===== src/rtl/tmu_span_pkg.sv =====
////////////////////
// Shared widths and types for the texture span unit
// Frame-buffer word addresses, fixed-point texture coordinates,
// pixel counts, RGB565 colour, brightness and controller states
////////////////////

package tmu_span_pkg;

	// Word address into either frame buffer (16-bit words)
	localparam int ADR_W = 25;

	// Fraction bits of a texture coordinate
	localparam int FRAC_W = 6;

	typedef logic [ADR_W-1:0] adr_t;

	// Sign bit, 11 integer bits and FRAC_W fraction bits
	typedef logic signed [17:0] coord_t;

	// Resolutions, rectangle sizes and pixel positions
	typedef logic [10:0] res_t;

	// RGB565 with red in the top five bits
	typedef logic [15:0] color_t;

	// Brightness 0..63, where 63 leaves the colour unchanged
	typedef logic [5:0] level_t;

	typedef enum logic [1:0] {
		IDLE,
		WALK,
		DRAIN
	} ctrl_state_t;

endpackage


===== src/rtl/tmu_span_if.sv =====
////////////////////
// Stream interfaces between the span stages
// coord_if, fetch_if and texel_if, each with source and sink modports
////////////////////

`timescale 1ns/1ps

// Destination position and texture coordinate of one pixel
interface coord_if
	import tmu_span_pkg::*;
();
	logic valid;
	logic ready;
	res_t dst_x;
	res_t dst_y;
	coord_t tex_x;
	coord_t tex_y;

	modport source (output valid, output dst_x, output dst_y, output tex_x, output tex_y,
		input ready);
	modport sink (input valid, input dst_x, input dst_y, input tex_x, input tex_y,
		output ready);
endinterface

// Destination and texel word addresses of one pixel
interface fetch_if
	import tmu_span_pkg::*;
();
	logic valid;
	logic ready;
	adr_t dadr;
	adr_t tadr;

	modport source (output valid, output dadr, output tadr, input ready);
	modport sink (input valid, input dadr, input tadr, output ready);
endinterface

// Fetched texel paired with the address it will be written to
interface texel_if
	import tmu_span_pkg::*;
();
	logic valid;
	logic ready;
	adr_t dadr;
	color_t color;

	modport source (output valid, output dadr, output color, input ready);
	modport sink (input valid, input dadr, input color, output ready);
endinterface


===== src/rtl/span_ctrl_fsm.sv =====
////////////////////
// Run controller
// Starts the rectangle walk, waits for the stages to drain
// and pulses done as busy falls
////////////////////

`timescale 1ns/1ps

module span_ctrl_fsm import tmu_span_pkg::*; (
	input logic sys_clk,
	input logic sys_rst,
	input logic start_i,
	input logic walk_last_i,
	input logic walker_idle_i,
	input logic addr_idle_i,
	input logic fetch_idle_i,
	input logic decay_idle_i,
	output logic walk_en_o,
	output logic busy_o,
	output logic done_o
);
	ctrl_state_t state_q;
	ctrl_state_t state_d;
	logic all_idle;

	// Every stage holds its pixel in a register, so nothing hides between them
	assign all_idle = walker_idle_i & addr_idle_i & fetch_idle_i & decay_idle_i;

	always_comb begin
		state_d = state_q;
		case (state_q)
			IDLE: begin
				if (start_i) begin
					state_d = WALK;
				end
			end
			WALK: begin
				if (walk_last_i) begin
					state_d = DRAIN;
				end
			end
			DRAIN: begin
				if (all_idle) begin
					state_d = IDLE;
				end
			end
			default: state_d = IDLE;
		endcase
	end

	always_ff @(posedge sys_clk) begin
		if (sys_rst) begin
			state_q <= IDLE;
			done_o <= 1'b0;
		end else begin
			state_q <= state_d;
			// Registered so that it lines up with the return to IDLE
			done_o <= (state_q == DRAIN) && all_idle;
		end
	end

	assign walk_en_o = (state_q == WALK);
	assign busy_o = (state_q != IDLE);

endmodule


===== src/rtl/pixel_walker.sv =====
////////////////////
// Raster walk over the destination rectangle
// Steps the texture coordinate per pixel and per row
////////////////////

`timescale 1ns/1ps

module pixel_walker import tmu_span_pkg::*; (
	input logic sys_clk,
	input logic sys_rst,
	input logic walk_en_i,
	input res_t dst_w_i,
	input res_t dst_h_i,
	input coord_t tex_x0_i,
	input coord_t tex_y0_i,
	input coord_t tex_dx_i,
	input coord_t tex_dy_i,
	output logic walk_last_o,
	output logic idle_o,
	coord_if.source coord_o
);
	logic valid_q;
	res_t x_q;
	res_t y_q;
	coord_t tx_q;
	coord_t ty_q;
	logic load;
	logic step;
	logic last_col;
	logic last_row;

	// Valid stays high for the whole walk, so a low valid inside WALK means not yet started
	assign load = walk_en_i && !valid_q;
	assign step = valid_q && coord_o.ready;
	assign last_col = (x_q == dst_w_i - res_t'(1));
	assign last_row = (y_q == dst_h_i - res_t'(1));

	always_ff @(posedge sys_clk) begin
		if (sys_rst) begin
			valid_q <= 1'b0;
		end else if (load) begin
			valid_q <= 1'b1;
		end else if (step && last_col && last_row) begin
			valid_q <= 1'b0;
		end
	end

	always_ff @(posedge sys_clk) begin
		if (load) begin
			x_q <= '0;
			y_q <= '0;
			tx_q <= tex_x0_i;
			ty_q <= tex_y0_i;
		end else if (step) begin
			if (last_col) begin
				// New row restarts u at the origin and moves v by one row step
				x_q <= '0;
				y_q <= y_q + res_t'(1);
				tx_q <= tex_x0_i;
				ty_q <= ty_q + tex_dy_i;
			end else begin
				x_q <= x_q + res_t'(1);
				tx_q <= tx_q + tex_dx_i;
			end
		end
	end

	assign coord_o.valid = valid_q;
	assign coord_o.dst_x = x_q;
	assign coord_o.dst_y = y_q;
	assign coord_o.tex_x = tx_q;
	assign coord_o.tex_y = ty_q;

	assign walk_last_o = step && last_col && last_row;
	assign idle_o = !valid_q;

endmodule


===== src/rtl/tex_addr_gen.sv =====
////////////////////
// Texture coordinate mask and clamp
// Texel and destination word address generation
////////////////////

`timescale 1ns/1ps

module tex_addr_gen import tmu_span_pkg::*; (
	input logic sys_clk,
	input logic sys_rst,
	input adr_t tex_fbuf_i,
	input adr_t dst_fbuf_i,
	input res_t tex_hres_i,
	input res_t tex_vres_i,
	input res_t dst_hres_i,
	input coord_t tex_hmask_i,
	input coord_t tex_vmask_i,
	coord_if.sink coord_i,
	fetch_if.source fetch_o,
	output logic idle_o
);
	logic valid_q;
	adr_t tadr_q;
	adr_t dadr_q;
	res_t tx_c;
	res_t ty_c;
	logic take;

	// Nearest sampling: mask, drop the fraction, then clamp into the texture
	function automatic res_t clamp_coord(coord_t c, coord_t mask, res_t res);
		coord_t masked;
		logic signed [17-FRAC_W:0] ipart;
		masked = c & mask;
		ipart = masked[17:FRAC_W];
		if (ipart[17-FRAC_W]) begin
			return '0;
		end else if (res_t'(ipart) >= res) begin
			return res - res_t'(1);
		end
		return res_t'(ipart);
	endfunction

	assign tx_c = clamp_coord(coord_i.tex_x, tex_hmask_i, tex_hres_i);
	assign ty_c = clamp_coord(coord_i.tex_y, tex_vmask_i, tex_vres_i);

	assign coord_i.ready = !valid_q || fetch_o.ready;
	assign take = coord_i.valid && coord_i.ready;

	always_ff @(posedge sys_clk) begin
		if (sys_rst) begin
			valid_q <= 1'b0;
		end else if (coord_i.ready) begin
			valid_q <= coord_i.valid;
		end
	end

	always_ff @(posedge sys_clk) begin
		if (take) begin
			tadr_q <= tex_fbuf_i + adr_t'(ty_c) * adr_t'(tex_hres_i) + adr_t'(tx_c);
			dadr_q <= dst_fbuf_i + adr_t'(coord_i.dst_y) * adr_t'(dst_hres_i)
				+ adr_t'(coord_i.dst_x);
		end
	end

	assign fetch_o.valid = valid_q;
	assign fetch_o.tadr = tadr_q;
	assign fetch_o.dadr = dadr_q;
	assign idle_o = !valid_q;

endmodule


===== src/rtl/texel_fetch.sv =====
////////////////////
// Texel read issue and response pairing
// One ring of FETCH_DEPTH slots serves both the reads in flight
// and the texels waiting for the next stage
////////////////////

`timescale 1ns/1ps

module texel_fetch import tmu_span_pkg::*; #(
	parameter int FETCH_DEPTH = 4
) (
	input logic sys_clk,
	input logic sys_rst,
	fetch_if.sink fetch_i,
	output logic tex_req_valid_o,
	input logic tex_req_ready_i,
	output adr_t tex_req_adr_o,
	input logic tex_resp_valid_i,
	input color_t tex_resp_dat_i,
	texel_if.source texel_o,
	output logic idle_o
);
	localparam int IDX_W = $clog2(FETCH_DEPTH);

	adr_t dadr_mem [FETCH_DEPTH];
	color_t color_mem [FETCH_DEPTH];

	// Slots run issue_ptr ahead of resp_ptr ahead of out_ptr, all in request order
	logic [IDX_W:0] issue_ptr;
	logic [IDX_W:0] resp_ptr;
	logic [IDX_W:0] out_ptr;
	logic [IDX_W:0] used;
	logic has_room;
	logic issue;
	logic out_take;

	// Slots stay taken until their texel is passed on, so a response always has a home
	assign used = issue_ptr - out_ptr;
	assign has_room = !used[IDX_W];

	// has_room can only turn true while a request waits, so valid never drops early
	assign tex_req_valid_o = fetch_i.valid && has_room;
	assign tex_req_adr_o = fetch_i.tadr;
	assign fetch_i.ready = tex_req_ready_i && has_room;
	assign issue = fetch_i.valid && fetch_i.ready;

	assign texel_o.valid = (resp_ptr != out_ptr);
	assign texel_o.dadr = dadr_mem[out_ptr[IDX_W-1:0]];
	assign texel_o.color = color_mem[out_ptr[IDX_W-1:0]];
	assign out_take = texel_o.valid && texel_o.ready;

	always_ff @(posedge sys_clk) begin
		if (sys_rst) begin
			issue_ptr <= '0;
			resp_ptr <= '0;
			out_ptr <= '0;
		end else begin
			if (issue) begin
				issue_ptr <= issue_ptr + 1'b1;
			end
			if (tex_resp_valid_i) begin
				resp_ptr <= resp_ptr + 1'b1;
			end
			if (out_take) begin
				out_ptr <= out_ptr + 1'b1;
			end
		end
	end

	always_ff @(posedge sys_clk) begin
		if (issue) begin
			dadr_mem[issue_ptr[IDX_W-1:0]] <= fetch_i.dadr;
		end
		if (tex_resp_valid_i) begin
			color_mem[resp_ptr[IDX_W-1:0]] <= tex_resp_dat_i;
		end
	end

	assign idle_o = (issue_ptr == out_ptr);

endmodule


===== src/rtl/color_decay.sv =====
////////////////////
// Brightness scaling and chroma-key drop on RGB565 texels
// Drives the pixel write port from its output register
////////////////////

`timescale 1ns/1ps

module color_decay import tmu_span_pkg::*; (
	input logic sys_clk,
	input logic sys_rst,
	input level_t brightness_i,
	input logic chroma_key_en_i,
	input color_t chroma_key_i,
	texel_if.sink texel_i,
	output logic pix_valid_o,
	output adr_t pix_adr_o,
	output color_t pix_dat_o,
	input logic pix_ready_i,
	output logic idle_o
);
	logic take;
	logic keyed;
	color_t scaled;

	// Channel times (brightness + 1), divided by 64
	function automatic logic [5:0] scale(logic [5:0] c, level_t b);
		logic [12:0] prod;
		prod = c * ({1'b0, b} + 7'd1);
		return prod[11:6];
	endfunction

	assign keyed = chroma_key_en_i && (texel_i.color == chroma_key_i);
	assign texel_i.ready = !pix_valid_o || pix_ready_i;
	assign take = texel_i.valid && texel_i.ready;

	// Red and blue are five bits wide and come back below 32
	assign scaled[15:11] = 5'(scale({1'b0, texel_i.color[15:11]}, brightness_i));
	assign scaled[10:5] = scale(texel_i.color[10:5], brightness_i);
	assign scaled[4:0] = 5'(scale({1'b0, texel_i.color[4:0]}, brightness_i));

	always_ff @(posedge sys_clk) begin
		if (sys_rst) begin
			pix_valid_o <= 1'b0;
		end else if (take && !keyed) begin
			pix_valid_o <= 1'b1;
		end else if (pix_ready_i) begin
			pix_valid_o <= 1'b0;
		end
	end

	always_ff @(posedge sys_clk) begin
		if (take && !keyed) begin
			pix_adr_o <= texel_i.dadr;
			pix_dat_o <= scaled;
		end
	end

	assign idle_o = !pix_valid_o;

endmodule


===== src/rtl/tmu_span_top.sv =====
////////////////////
// Texture span unit top level
// Controller, walker, address stage, texel fetch and colour stage
////////////////////

`timescale 1ns/1ps

module tmu_span_top import tmu_span_pkg::*; #(
	parameter int FETCH_DEPTH = 4
) (
	input logic sys_clk,
	input logic sys_rst,
	input adr_t tex_fbuf_i,
	input res_t tex_hres_i,
	input res_t tex_vres_i,
	input coord_t tex_hmask_i,
	input coord_t tex_vmask_i,
	input coord_t tex_x0_i,
	input coord_t tex_y0_i,
	input coord_t tex_dx_i,
	input coord_t tex_dy_i,
	input adr_t dst_fbuf_i,
	input res_t dst_hres_i,
	input res_t dst_w_i,
	input res_t dst_h_i,
	input level_t brightness_i,
	input logic chroma_key_en_i,
	input color_t chroma_key_i,
	input logic start_i,
	output logic busy_o,
	output logic done_o,
	output logic tex_req_valid_o,
	input logic tex_req_ready_i,
	output adr_t tex_req_adr_o,
	input logic tex_resp_valid_i,
	input color_t tex_resp_dat_i,
	output logic pix_valid_o,
	input logic pix_ready_i,
	output adr_t pix_adr_o,
	output color_t pix_dat_o
);
	logic walk_en;
	logic walk_last;
	logic walker_idle;
	logic addr_idle;
	logic fetch_idle;
	logic decay_idle;

	coord_if coord_bus ();
	fetch_if fetch_bus ();
	texel_if texel_bus ();

	span_ctrl_fsm span_ctrl_fsm_inst (
		.sys_clk(sys_clk),
		.sys_rst(sys_rst),
		.start_i(start_i),
		.walk_last_i(walk_last),
		.walker_idle_i(walker_idle),
		.addr_idle_i(addr_idle),
		.fetch_idle_i(fetch_idle),
		.decay_idle_i(decay_idle),
		.walk_en_o(walk_en),
		.busy_o(busy_o),
		.done_o(done_o)
	);

	pixel_walker pixel_walker_inst (
		.sys_clk(sys_clk),
		.sys_rst(sys_rst),
		.walk_en_i(walk_en),
		.dst_w_i(dst_w_i),
		.dst_h_i(dst_h_i),
		.tex_x0_i(tex_x0_i),
		.tex_y0_i(tex_y0_i),
		.tex_dx_i(tex_dx_i),
		.tex_dy_i(tex_dy_i),
		.walk_last_o(walk_last),
		.idle_o(walker_idle),
		.coord_o(coord_bus.source)
	);

	tex_addr_gen tex_addr_gen_inst (
		.sys_clk(sys_clk),
		.sys_rst(sys_rst),
		.tex_fbuf_i(tex_fbuf_i),
		.dst_fbuf_i(dst_fbuf_i),
		.tex_hres_i(tex_hres_i),
		.tex_vres_i(tex_vres_i),
		.dst_hres_i(dst_hres_i),
		.tex_hmask_i(tex_hmask_i),
		.tex_vmask_i(tex_vmask_i),
		.coord_i(coord_bus.sink),
		.fetch_o(fetch_bus.source),
		.idle_o(addr_idle)
	);

	texel_fetch #(
		.FETCH_DEPTH(FETCH_DEPTH)
	) texel_fetch_inst (
		.sys_clk(sys_clk),
		.sys_rst(sys_rst),
		.fetch_i(fetch_bus.sink),
		.tex_req_valid_o(tex_req_valid_o),
		.tex_req_ready_i(tex_req_ready_i),
		.tex_req_adr_o(tex_req_adr_o),
		.tex_resp_valid_i(tex_resp_valid_i),
		.tex_resp_dat_i(tex_resp_dat_i),
		.texel_o(texel_bus.source),
		.idle_o(fetch_idle)
	);

	color_decay color_decay_inst (
		.sys_clk(sys_clk),
		.sys_rst(sys_rst),
		.brightness_i(brightness_i),
		.chroma_key_en_i(chroma_key_en_i),
		.chroma_key_i(chroma_key_i),
		.texel_i(texel_bus.sink),
		.pix_valid_o(pix_valid_o),
		.pix_adr_o(pix_adr_o),
		.pix_dat_o(pix_dat_o),
		.pix_ready_i(pix_ready_i),
		.idle_o(decay_idle)
	);

endmodule


===== config.mk =====
export PLATFORM = sky130hd
export DESIGN_NAME = tmu_span_top
export DESIGN_NICKNAME = d
export VERILOG_FILES = /design/src/rtl/tmu_span_pkg.sv /design/src/rtl/tmu_span_if.sv /design/src/rtl/span_ctrl_fsm.sv /design/src/rtl/pixel_walker.sv /design/src/rtl/tex_addr_gen.sv /design/src/rtl/texel_fetch.sv /design/src/rtl/color_decay.sv /design/src/rtl/tmu_span_top.sv
export SDC_FILE = /design/constraint.sdc
export NUM_CORES = 1
export LEC_CHECK = 0
export BUFFER_PORTS_ARGS = -buffer_cell sky130_fd_sc_hd__buf_2
export CAP_MARGIN = 5
export CORE_MARGIN = 4
export CORE_UTILIZATION = 49
export DETAILED_ROUTE_END_ITERATION = 6
export PLACE_DENSITY = 0.69
export SLEW_MARGIN = 0
export SYNTH_ARGS = -nofsm -noshare
export SYNTH_HDL_FRONTEND = slang
export SYNTH_SLANG_ARGS = --single-unit

===== constraint.sdc =====
create_clock -name sys_clk -period 23.4 [get_ports sys_clk]
set_input_delay 4.68 -clock sys_clk [delete_from_list [all_inputs] [get_ports sys_clk]]
set_output_delay 4.68 -clock sys_clk [all_outputs]
set_load 0.02 [all_outputs]

# Yosys cells after proc, flatten, opt, wreduce, memory -nomap -nowiden
# Memories as Yosys holds them, arrays and structs flattened. A register that Yosys moved wholly into a read port is not among the register bits.
# Index checks and enable logic that the tools add are counted.
dict set report word_totals {
  register_bits 139
  ramBits 164
  in_bits 258
  out_inout_bits 70
  elab_cells 114
  n_memories 2
}
# name words width rd rd_clocked_by_memory_dff write_ports line_no
set memory_table {}
lappend memory_table {texel_fetch_inst.dadr_mem 4 25 1 1 1 texel_fetch.sv:25} ;# adr_t dadr_mem [FETCH_DEPTH];
lappend memory_table {texel_fetch_inst.color_mem 4 16 1 1 1 texel_fetch.sv:26} ;# color_t color_mem [FETCH_DEPTH];
dict set report op_classes {
  n_addsub 17
  multipliers 5
  magnitude_cmp 2
  eq_ne 10
  muxes 31
  bitwise 5
  reduce_logical 27
}
# cell n
set op_table {}
lappend op_table {{$mux 18} 6}
lappend op_table {{$mux 11} 7}
lappend op_table {{$add 25x11->25} 2}
lappend op_table {{$add 25x22->25} 2}
lappend op_table {{$mul 11x11->22} 2}
lappend op_table {{$sub 11x1->11 const B} 4}
lappend op_table {{$add 18x18->18} 2}
lappend op_table {{$and 18x18->18} 2}
lappend op_table {{$mul 5x13->11} 2}
lappend op_table {{$add 11x1->11 const B} 2}
lappend op_table {{$eq 11x11->1} 2}
lappend op_table {{$ge 11x11->1} 2}
lappend op_table {{$eq 16x16->1} 1}
lappend op_table {{$mul 6x13->12} 1}
lappend op_table {{$mux 1} 12}
lappend op_table {{$logic_and 1x1->1} 11}
lappend op_table {{$mux 2} 5}
lappend op_table {{$reduce_bool 2->1} 5}
lappend op_table {{$add 3x1->3 const B} 3}
lappend op_table {{$add 6x1->7 const B} 1}
lappend op_table {{$pmux 2 s3} 1}
lappend op_table {{$logic_not 1->1} 5}
lappend op_table {{$ne 2x2->1 const B} 2}
lappend op_table {{$reduce_and 2->1} 2}
lappend op_table {{10 further kinds} 13}

# Longest topological paths before layout
# Gate-level depths: netlist of the first run.
dict set report logic_depth {
  word_depth 9
  mapped_depth 31
  ltp_nobuf 29
}

# Modules after synthesis
# Synthesis of the first run repeated with hierarchy kept, for this count alone.
dict set report unflattened {
  cells_unflattened 2815
  hier_area_um2 29941.2
}
# module instances cells_each area_each_um2 seq_area_each_um2
set modules_own_cells {}
lappend modules_own_cells {tex_addr_gen 1 1524 13700.6 1521.5}
lappend modules_own_cells {texel_fetch 1 317 6785.3 5144.9}
lappend modules_own_cells {pixel_walker 1 547 4859.7 1541.5}
lappend modules_own_cells {color_decay 1 414 4454.3 1251.2}
lappend modules_own_cells {span_ctrl_fsm 1 13 141.4 60.1}

# Worst setup path before layout of the first run
# OpenSTA, ideal clock, no wires.
dict set report synth_path {
  path_kind {input -> register}
  startpoint {input port tex_vmask_i[7]}
  endpoint {register tex_addr_gen_inst.tadr_q[19] (netlist: tex_addr_gen_inst.fetch_o.tadr[19]) (data pin)}
  setup_time_ns 0.266
  arrival_ns 11.443
  t_required_ns 23.134
  slack_ns 11.691
  stages 29
  n_path_buf 2
  path_cell_list {and2_1 > ha_1 > nor2b_1 > o21a_1 > o21a_1 > o21ai_0 > a21oi_1 > o21a_1 > buf_1 > mux2_2 > clkbuf_1 > and2_1 > fa_1 > inv_1 > fa_1 > inv_1 > fa_1 > fa_1 > inv_1 > fa_1 > inv_1 > ha_1 > or3_1 > o211a_1 > a31o_2 > o41a_1 > a21oi_1 > o221ai_1 > xor2_1}
}
dict set report synth_via {
  elab_chain_len 8
}
# element line_no
set synth_lines {}
lappend synth_lines {{start: declaration} tmu_span_top.sv:17} ;# input coord_t tex_vmask_i,
lappend synth_lines {{$and 18x18->18 *} tex_addr_gen.sv:33} ;# masked = c & mask;
lappend synth_lines {{$ge 11x11->1} tex_addr_gen.sv:37} ;# end else if (res_t'(ipart) >= res) begin
lappend synth_lines {{$mux 1} tex_addr_gen.sv:37}
lappend synth_lines {{$mux 1} tex_addr_gen.sv:35} ;# if (ipart[17-FRAC_W]) begin
lappend synth_lines {{$mux 11 *} tex_addr_gen.sv:40} ;# return res_t'(ipart);
lappend synth_lines {{$mul 11x11->22 *} tex_addr_gen.sv:59} ;# tadr_q <= tex_fbuf_i + adr_t'(ty_c) * adr_t'(tex_hres_i) + adr_t'(tx_c);
lappend synth_lines {{$add 25x22->25 *} tex_addr_gen.sv:59}
lappend synth_lines {{$add 25x11->25 *} tex_addr_gen.sv:59}
lappend synth_lines {{end signal: assignment} tex_addr_gen.sv:59}
lappend synth_lines {{end: declaration} tex_addr_gen.sv:23} ;# adr_t tadr_q;
# Mark *: on every way between the ends. The rest lies on a longest branch, timed or not.
# A chain may end at the register's enable or synchronous reset.

# Worst setup path in the final report of the first run
# Same ends and word-level chain as after synthesis.

==> summary.txt, run 1 <==
status: completed
Critical Path Sink Type: flop
Max Clk Rate: 0.0849 GHz
Vias per Instance: 5.28
Clock Path Buffers: 3
core footprint: 57900 um^2
Port Buf Inserts: 315
Fin. Hold Viols: 0
largest net degree at the start of global routing: 53
fin crit period: 11.78 ns
area grow syn2layout: 12.7%
GR peak layer: met2
Total Routed Length: 67900 um
warning count from the yosys run: 0
Die Height: 250 um
Final nets: 3772
Mapped Area: 28700 um^2
final hold slack: 0.479 ns
Crit path largest cell delay: 0.68 ns
Hold Startpoint: tex_addr_gen_inst.fetch_o.dadr[15]
cts hold-fix bufs: 0
DR iter-0 viols: 1159
Hold Path Class: reg -> reg
DRC: 0
CP Launch Type: input pin
later-pin clock latency in the skew report: 0.58 ns
most frequent cells in the layout: 433 x inv_1, 315 x buf_2, 291 x edfxtp_1
pre-CTS worst setup slack: 11.04 ns
global-route wire length before repair: 109000 um
layout cell share with drive strength beyond 1: 15.8%
starting density of the core: 49.6%
clock skew: 0.0347 ns
TritonCTS buffer count: 39
maximum fanout along the worst path: 14
combinational family with the most area after synthesis: adder cells
commonest non-fill, non-tap cell in the layout: inv_1
Rel. slew slack: 18.6%
FILL cells: 5049
Synth Area in Compound Gates: 5.89%
final worst-path cycle share: 50.3%
post-DR wirelength/cell: 17.9 um
Post-synth EDFFs: 291
die area: 62600 um^2
max cap viols: 0
RSZ-0062 raised after global routing: no
Peak VDD IR: 0.103 mV
CP arrival: 12.06 ns
Setup-failing EPs final: 0
setup TNS: 0 ns
die width: 250 um
Syn Nets: 3481
initial antenna violation count: 18
DP Cell Count: 3712
XOR/XNOR share of the synthesized area: 4.97%
# rows: 88
GR Layer Usage met3: 5.12%
postcts setup bufs: 0
CTS Root Cell: clkbuf_16
DRT antenna net count: 0
critical path required time: 23.69 ns
clk slew on worst S/H paths: 0.06 ns
Power Density: 108 nW/um^2
Simple-Gate Fraction of Synth Area: 13.9%
Max Transition Viols Final: 0
CP startpoint: tex_vmask_i[7]
gp weighted congestion: 0.917
post-CTS sizing: 0
GR Layer Usage met2: 34.3%
Synth Register Bits: 330
CP max-delay cell: mux2i_1
Top cell by count, worst path: fa_1
Syn Area/Cell: 10.6 um^2
num ports: 328
Pleak: 0.0144 uW
reg2reg start: pixel_walker_inst.coord_o.tex_y[7]
Finished Layout Cells: 3796
total chip power: 3500 uW
Worst Max-Slew Pin Slew: 1.21 ns
Crit Path Category: in -> reg
post-DP HPWL: 53700 um
Global Route Usage Sum: 21.4%
Vias: 20100
mux contribution to synthesized area: 5.26%
post-synthesis adder-cell area fraction: 30.1%
Top FF cell, synth: edfxtp_1
Pre-antenna DRT Iters: 6
H-tree levels: 2
final worst slack: 11.62 ns
Async SR Flop Fraction: 0%
vias in the first global route: 20800
CTS sink cnt: 330
CTS tree: built
post-synth cell types: 80
Seq/Total Area, Yosys: 33.1%
GRT overflow: 0
Syn Inst Count: 2697
M1 GR Usage: 29.0%
-- synthesized netlist by cell type (6+ instances only) --
library cell	count	area (um^2)
nand4_1	24	150
nand2_1	245	920
a21oi_1	72	360
and3_1	16	100
nor2b_1	28	175
a211oi_1	15	113
or3_1	12	75.1
o21a_1	23	173
mux2_2	15	169
nand2b_1	23	144
dfxtp_1	39	781
edfxtp_1	291	8740
or4_1	6	45.0
nor3_1	37	185
ha_1	253	3170
mux4_2	40	901
a31oi_1	11	68.8
nor4_1	10	62.6
and2_1	155	970
nand3_1	26	130
xor2_1	40	350
or2_2	13	81.3
nor2_1	184	691
o211ai_1	8	60.1
o31ai_1	7	52.6
a21o_1	17	128
xnor2_1	123	1080
inv_1	434	1630
fa_1	273	5470
mux2i_1	26	260
mux2_1	16	180
o21bai_1	10	75.1
clkbuf_1	73	274
o21ai_0	49	245
-- layout make-up --
cell class / count / area [um^2] / area share, %
multi-input cells: 1850 / 17300 / 53.3
flip-flops and latches: 330 / 9520 / 29.4
repair buffers: 332 / 1700 / 5.27
inverters: 435 / 1630 / 5.05
clock buffers: 46 / 1010 / 3.13
well taps: 765 / 957 / 2.96
clock inverters: 22 / 233 / 0.719
diodes: 16 / 40.0 / 0.124
-- power by group --
group / leakage (uW) / total (uW) / switching, uW / internal (uW)
clock network: 0.000599 / 593 / 255 / 337
logic: 0.0108 / 2030 / 1170 / 857
registers: 0.00301 / 884 / 40.5 / 843
total: 0.0144 / 3500 / 1470 / 2040
-- state kept, by name, summed over array words and instances, names as in the netlist, named ones only --
register,count
span_ctrl_fsm_inst.done_o,1
color_decay_inst.pix_dat_o,16
tex_addr_gen_inst.fetch_o.valid,1
tex_addr_gen_inst.fetch_o.tadr,25
texel_fetch_inst.issue_ptr,3
pixel_walker_inst.coord_o.tex_y,18
pixel_walker_inst.coord_o.valid,1
color_decay_inst.pix_valid_o,1
texel_fetch_inst.resp_ptr,3
color_decay_inst.pix_adr_o,25
pixel_walker_inst.coord_o.tex_x,18
tex_addr_gen_inst.fetch_o.dadr,25
pixel_walker_inst.coord_o.dst_y,11
texel_fetch_inst.color_mem,64
texel_fetch_inst.dadr_mem,100
texel_fetch_inst.out_ptr,3
span_ctrl_fsm_inst.state_q,2
pixel_walker_inst.coord_o.dst_x,11
-- final timing paths --
kind	endpoint	slack, ns	depth (start not counted)
worst min-delay path	texel_fetch_inst.dadr_mem[0][15]	0.48	0
worst max-delay path	tex_addr_gen_inst.fetch_o.tadr[19]	11.62	29
worst max register to register	tex_addr_gen_inst.fetch_o.tadr[19]	15.41	28
worst min register to register	texel_fetch_inst.dadr_mem[0][15]	0.48	0
-- critical path: cells and delay by family --
family / cells / cell delay [ns]
buffers and inverters: 5 / 0.29
muxes: 1 / 0.68
and+or+nand+nor: 3 / 0.41
xor gates and xnor gates: 1 / 0.16
adders and majority gates: 7 / 3.17
AOI/OAI and AO/OA: 12 / 2.67
-- stage by stage --
step	cell area [um^2]	util (%)
floorplan	28700	-
CTS	32300	55.8
detailed placement	31100	53.7
global route	32400	55.9
finish	32400	55.9
global placement	31100	53.7
-- metal layers --
layer  share of wire, %  wire length, um
met1                 43            29000
met2                 47            31900
met3                7.3             4950
met4                2.9             1940
met5              0.034               23
-- cell families after synthesis --
family | count (synthesis)
compound gates | 257
xor+xnor | 163
fa+ha+maj | 526
buf+inv | 517
flops | 330
mux | 97
simple gates | 807
Power figures use the tool's default switching activity.
==> inputs of run 2 (changes only) <==
--- a/config.mk
+++ b/config.mk
@@ -5,6 +5,7 @@
 export SDC_FILE = /design/constraint.sdc
 export NUM_CORES = 1
 export LEC_CHECK = 0
+export ABC_AREA = 1
 export BUFFER_PORTS_ARGS = -buffer_cell sky130_fd_sc_hd__buf_2
 export CAP_MARGIN = 5
 export CORE_MARGIN = 4
==> constraint.sdc (replaced) <==
create_clock -name sys_clk -period 11.1 [get_ports sys_clk]
set_input_delay 2.22 -clock sys_clk [delete_from_list [all_inputs] [get_ports sys_clk]]
set_output_delay 2.22 -clock sys_clk [all_outputs]
set_load 0.02 [all_outputs]
==> summary.txt, run 2 <==
Worst Max-Slew Pin Slew: 1.02 ns
post-DR wirelength/cell: 16.8 um
Reg-to-Reg End: tex_addr_gen_inst.fetch_o.tadr[18]
max cap viols: 0
post-synth top area share: 29.5%
most frequent cells in the layout: 668 x nand2_1, 633 x inv_1, 315 x nor2_1, 315 x buf_2, 291 x edfxtp_1
Syn Inst Count: 3395
Vias per Instance: 5.20
setup TNS: 0 ns
CTS Root Cell: clkbuf_16
later-pin clock latency in the skew report: 0.58 ns
fin crit period: 9.34 ns
Syn Area/Cell: 8.74 um^2
largest net degree at the start of global routing: 65
most frequent cell after synthesis: nand2_1
maximum fanout along the worst path: 45
Fin. Hold Viols: 0
GRT overflow: 0
warning count from the yosys run: 0
Max Transition Viols Final: 0
Vias: 23300
CP endpoint: tex_addr_gen_inst.fetch_o.tadr[18]
Final nets: 4459
Seq/Total Area, Yosys: 32.1%
Pre-antenna DRT Iters: 5
Port Buf Inserts: 315
TritonCTS buffer count: 40
CP Launch Type: input pin
die width: 254 um
die area: 64500 um^2
post-DP HPWL: 59500 um
Pleak: 0.0161 uW
Synth Register Bits: 330
CTS sink cnt: 330
postcts setup bufs: 0
Async SR Flop Fraction: 0%
pre-CTS worst setup slack: 1.31 ns
CP max-delay cell: o21ai_0
layout cell share with drive strength beyond 1: 11.7%
reg2reg setup slack: 3.07 ns
status: completed
post-synth cell types: 49
Rel. slew slack: 31.7%
multi-input logic area: 17400 um^2
Syn Nets: 4179
Reg area: 9520 um^2
DR iter-0 viols: 1487
Hold Path Class: reg -> reg
Die Height: 254 um
worst reg2reg path depth: 29
FILL cells: 5510
CP startpoint: tex_vmask_i[8]
Crit Path Category: in -> reg
H-tree levels: 2
Total Routed Length: 75200 um
Crit path largest cell delay: 0.98 ns
Peak VDD IR: 0.316 mV
Post-synth EDFFs: 291
global-route wire length before repair: 118000 um
Top FF cell, synth: edfxtp_1
Clock Path Buffers: 3
final worst-path cycle share: 84.1%
DRT antenna net count: 0
core footprint: 59500 um^2
Setup-failing EPs final: 0
post-CTS sizing: 0
critical path required time: 11.39 ns
CP arrival: 9.63 ns
num ports: 328
max reg flops: 100
CTS tree: built
gp weighted congestion: 0.941
RSZ-0062 raised after global routing: no
# rows: 89
vias in the first global route: 22500
final worst slack: 1.76 ns
cts hold-fix bufs: 0
largest cells by area after synthesis: edfxtp_1 29%, fa_1 18%, ha_1 11%
Post-synth top cells: 668 x nand2_1, 634 x inv_1, 319 x nor2_1, 291 x edfxtp_1, 273 x fa_1
Global Route Usage Sum: 23.1%
clock skew: 0.0454 ns
commonest non-fill, non-tap cell in the layout: nand2_1
Mapped Area: 29700 um^2
initial antenna violation count: 6
Synth area leader: edfxtp_1
Power Density: 278 nW/um^2
reg2reg start: pixel_walker_inst.coord_o.tex_y[8]
clk slew on worst S/H paths: 0.06 ns
starting density of the core: 49.9%
DRC: 0
Critical Path Sink Type: flop
Max Clk Rate: 0.107 GHz
area grow syn2layout: 12.3%
==> run 2: routing by layer <==
layer	up-vias	part of all wire, %	track usage, %
li1	11500	-	-
met1	11100	44	31.9
met2	669	46	37.0
met3	127	6.9	4.78
met4	6	2.9	6.83
met5	-	0.041	0
==> run 2: layout make-up <==
class	instances	area share (%)
timing repair buffer	324	4.94
clock buffer	49	3.26
tap	773	2.90
antenna	8	0.0601
sequential	330	28.6
clock inverter	25	0.826
multi-input combinational	2330	52.1
inverter	649	7.31
==> run 2: worst min path at each step <==
| stage | from | end | cells after the start |
|---|---|---|---|
| final | span_ctrl_fsm_inst.state_q[0] | span_ctrl_fsm_inst.done_o | 1 |
| after global routing | span_ctrl_fsm_inst.state_q[0] | span_ctrl_fsm_inst.done_o | 1 |
| after CTS | span_ctrl_fsm_inst.state_q[0] | span_ctrl_fsm_inst.done_o | 1 |
| after detailed placement | span_ctrl_fsm_inst.state_q[0] | span_ctrl_fsm_inst.done_o | 1 |
| after global placement | span_ctrl_fsm_inst.state_q[0] | span_ctrl_fsm_inst.done_o | 1 |
| after floorplan | span_ctrl_fsm_inst.state_q[0] | span_ctrl_fsm_inst.done_o | 1 |
==> run 2: critical path, delay by kind of cell <==
family	cells	cell delay, ns
adder cells (fa/ha/maj)	7	3.29
AO/OA/AOI/OAI	6	1.87
AND/OR/NAND/NOR	9	1.45
buffers and inverters	7	0.62
XOR/XNOR	1	0.15
==> run 2: cells by family (layout without fill, tap and decap cells) <==
group | after synthesis | in the layout | share of synthesized area [%]
flip-flops | 330 | 330 | 32.1
AO/OA/AOI/OAI | 439 | 439 | 8.43
AND/OR/NAND/NOR | 1244 | 1244 | 17.3
adder cells (fa/ha/maj) | 526 | 526 | 29.1
XOR/XNOR | 121 | 121 | 3.62
other | 0 | 8 | 0
buffers and inverters | 735 | 1047 | 9.50
==> run 2: report_power, final <==
group	total (uW)	switching, uW	internal (uW)
sequential	1960	83.0	1880
combinational	5970	3740	2230
clock	1340	553	783
==> run 2: stage by stage <==
step	instance area (um^2)	instances	power [uW]	utilization [%]	hold slack, ns
after CTS	33300	4480	9340	56.0	0.424
after floorplan	29700	3395	6530	-	0.397
final	33300	4488	9270	56.0	0.423
after global routing	33300	4482	10300	56.0	0.465
after detailed placement	31900	4406	7970	53.7	0.415
after global placement	31900	4406	7840	53.7	0.409
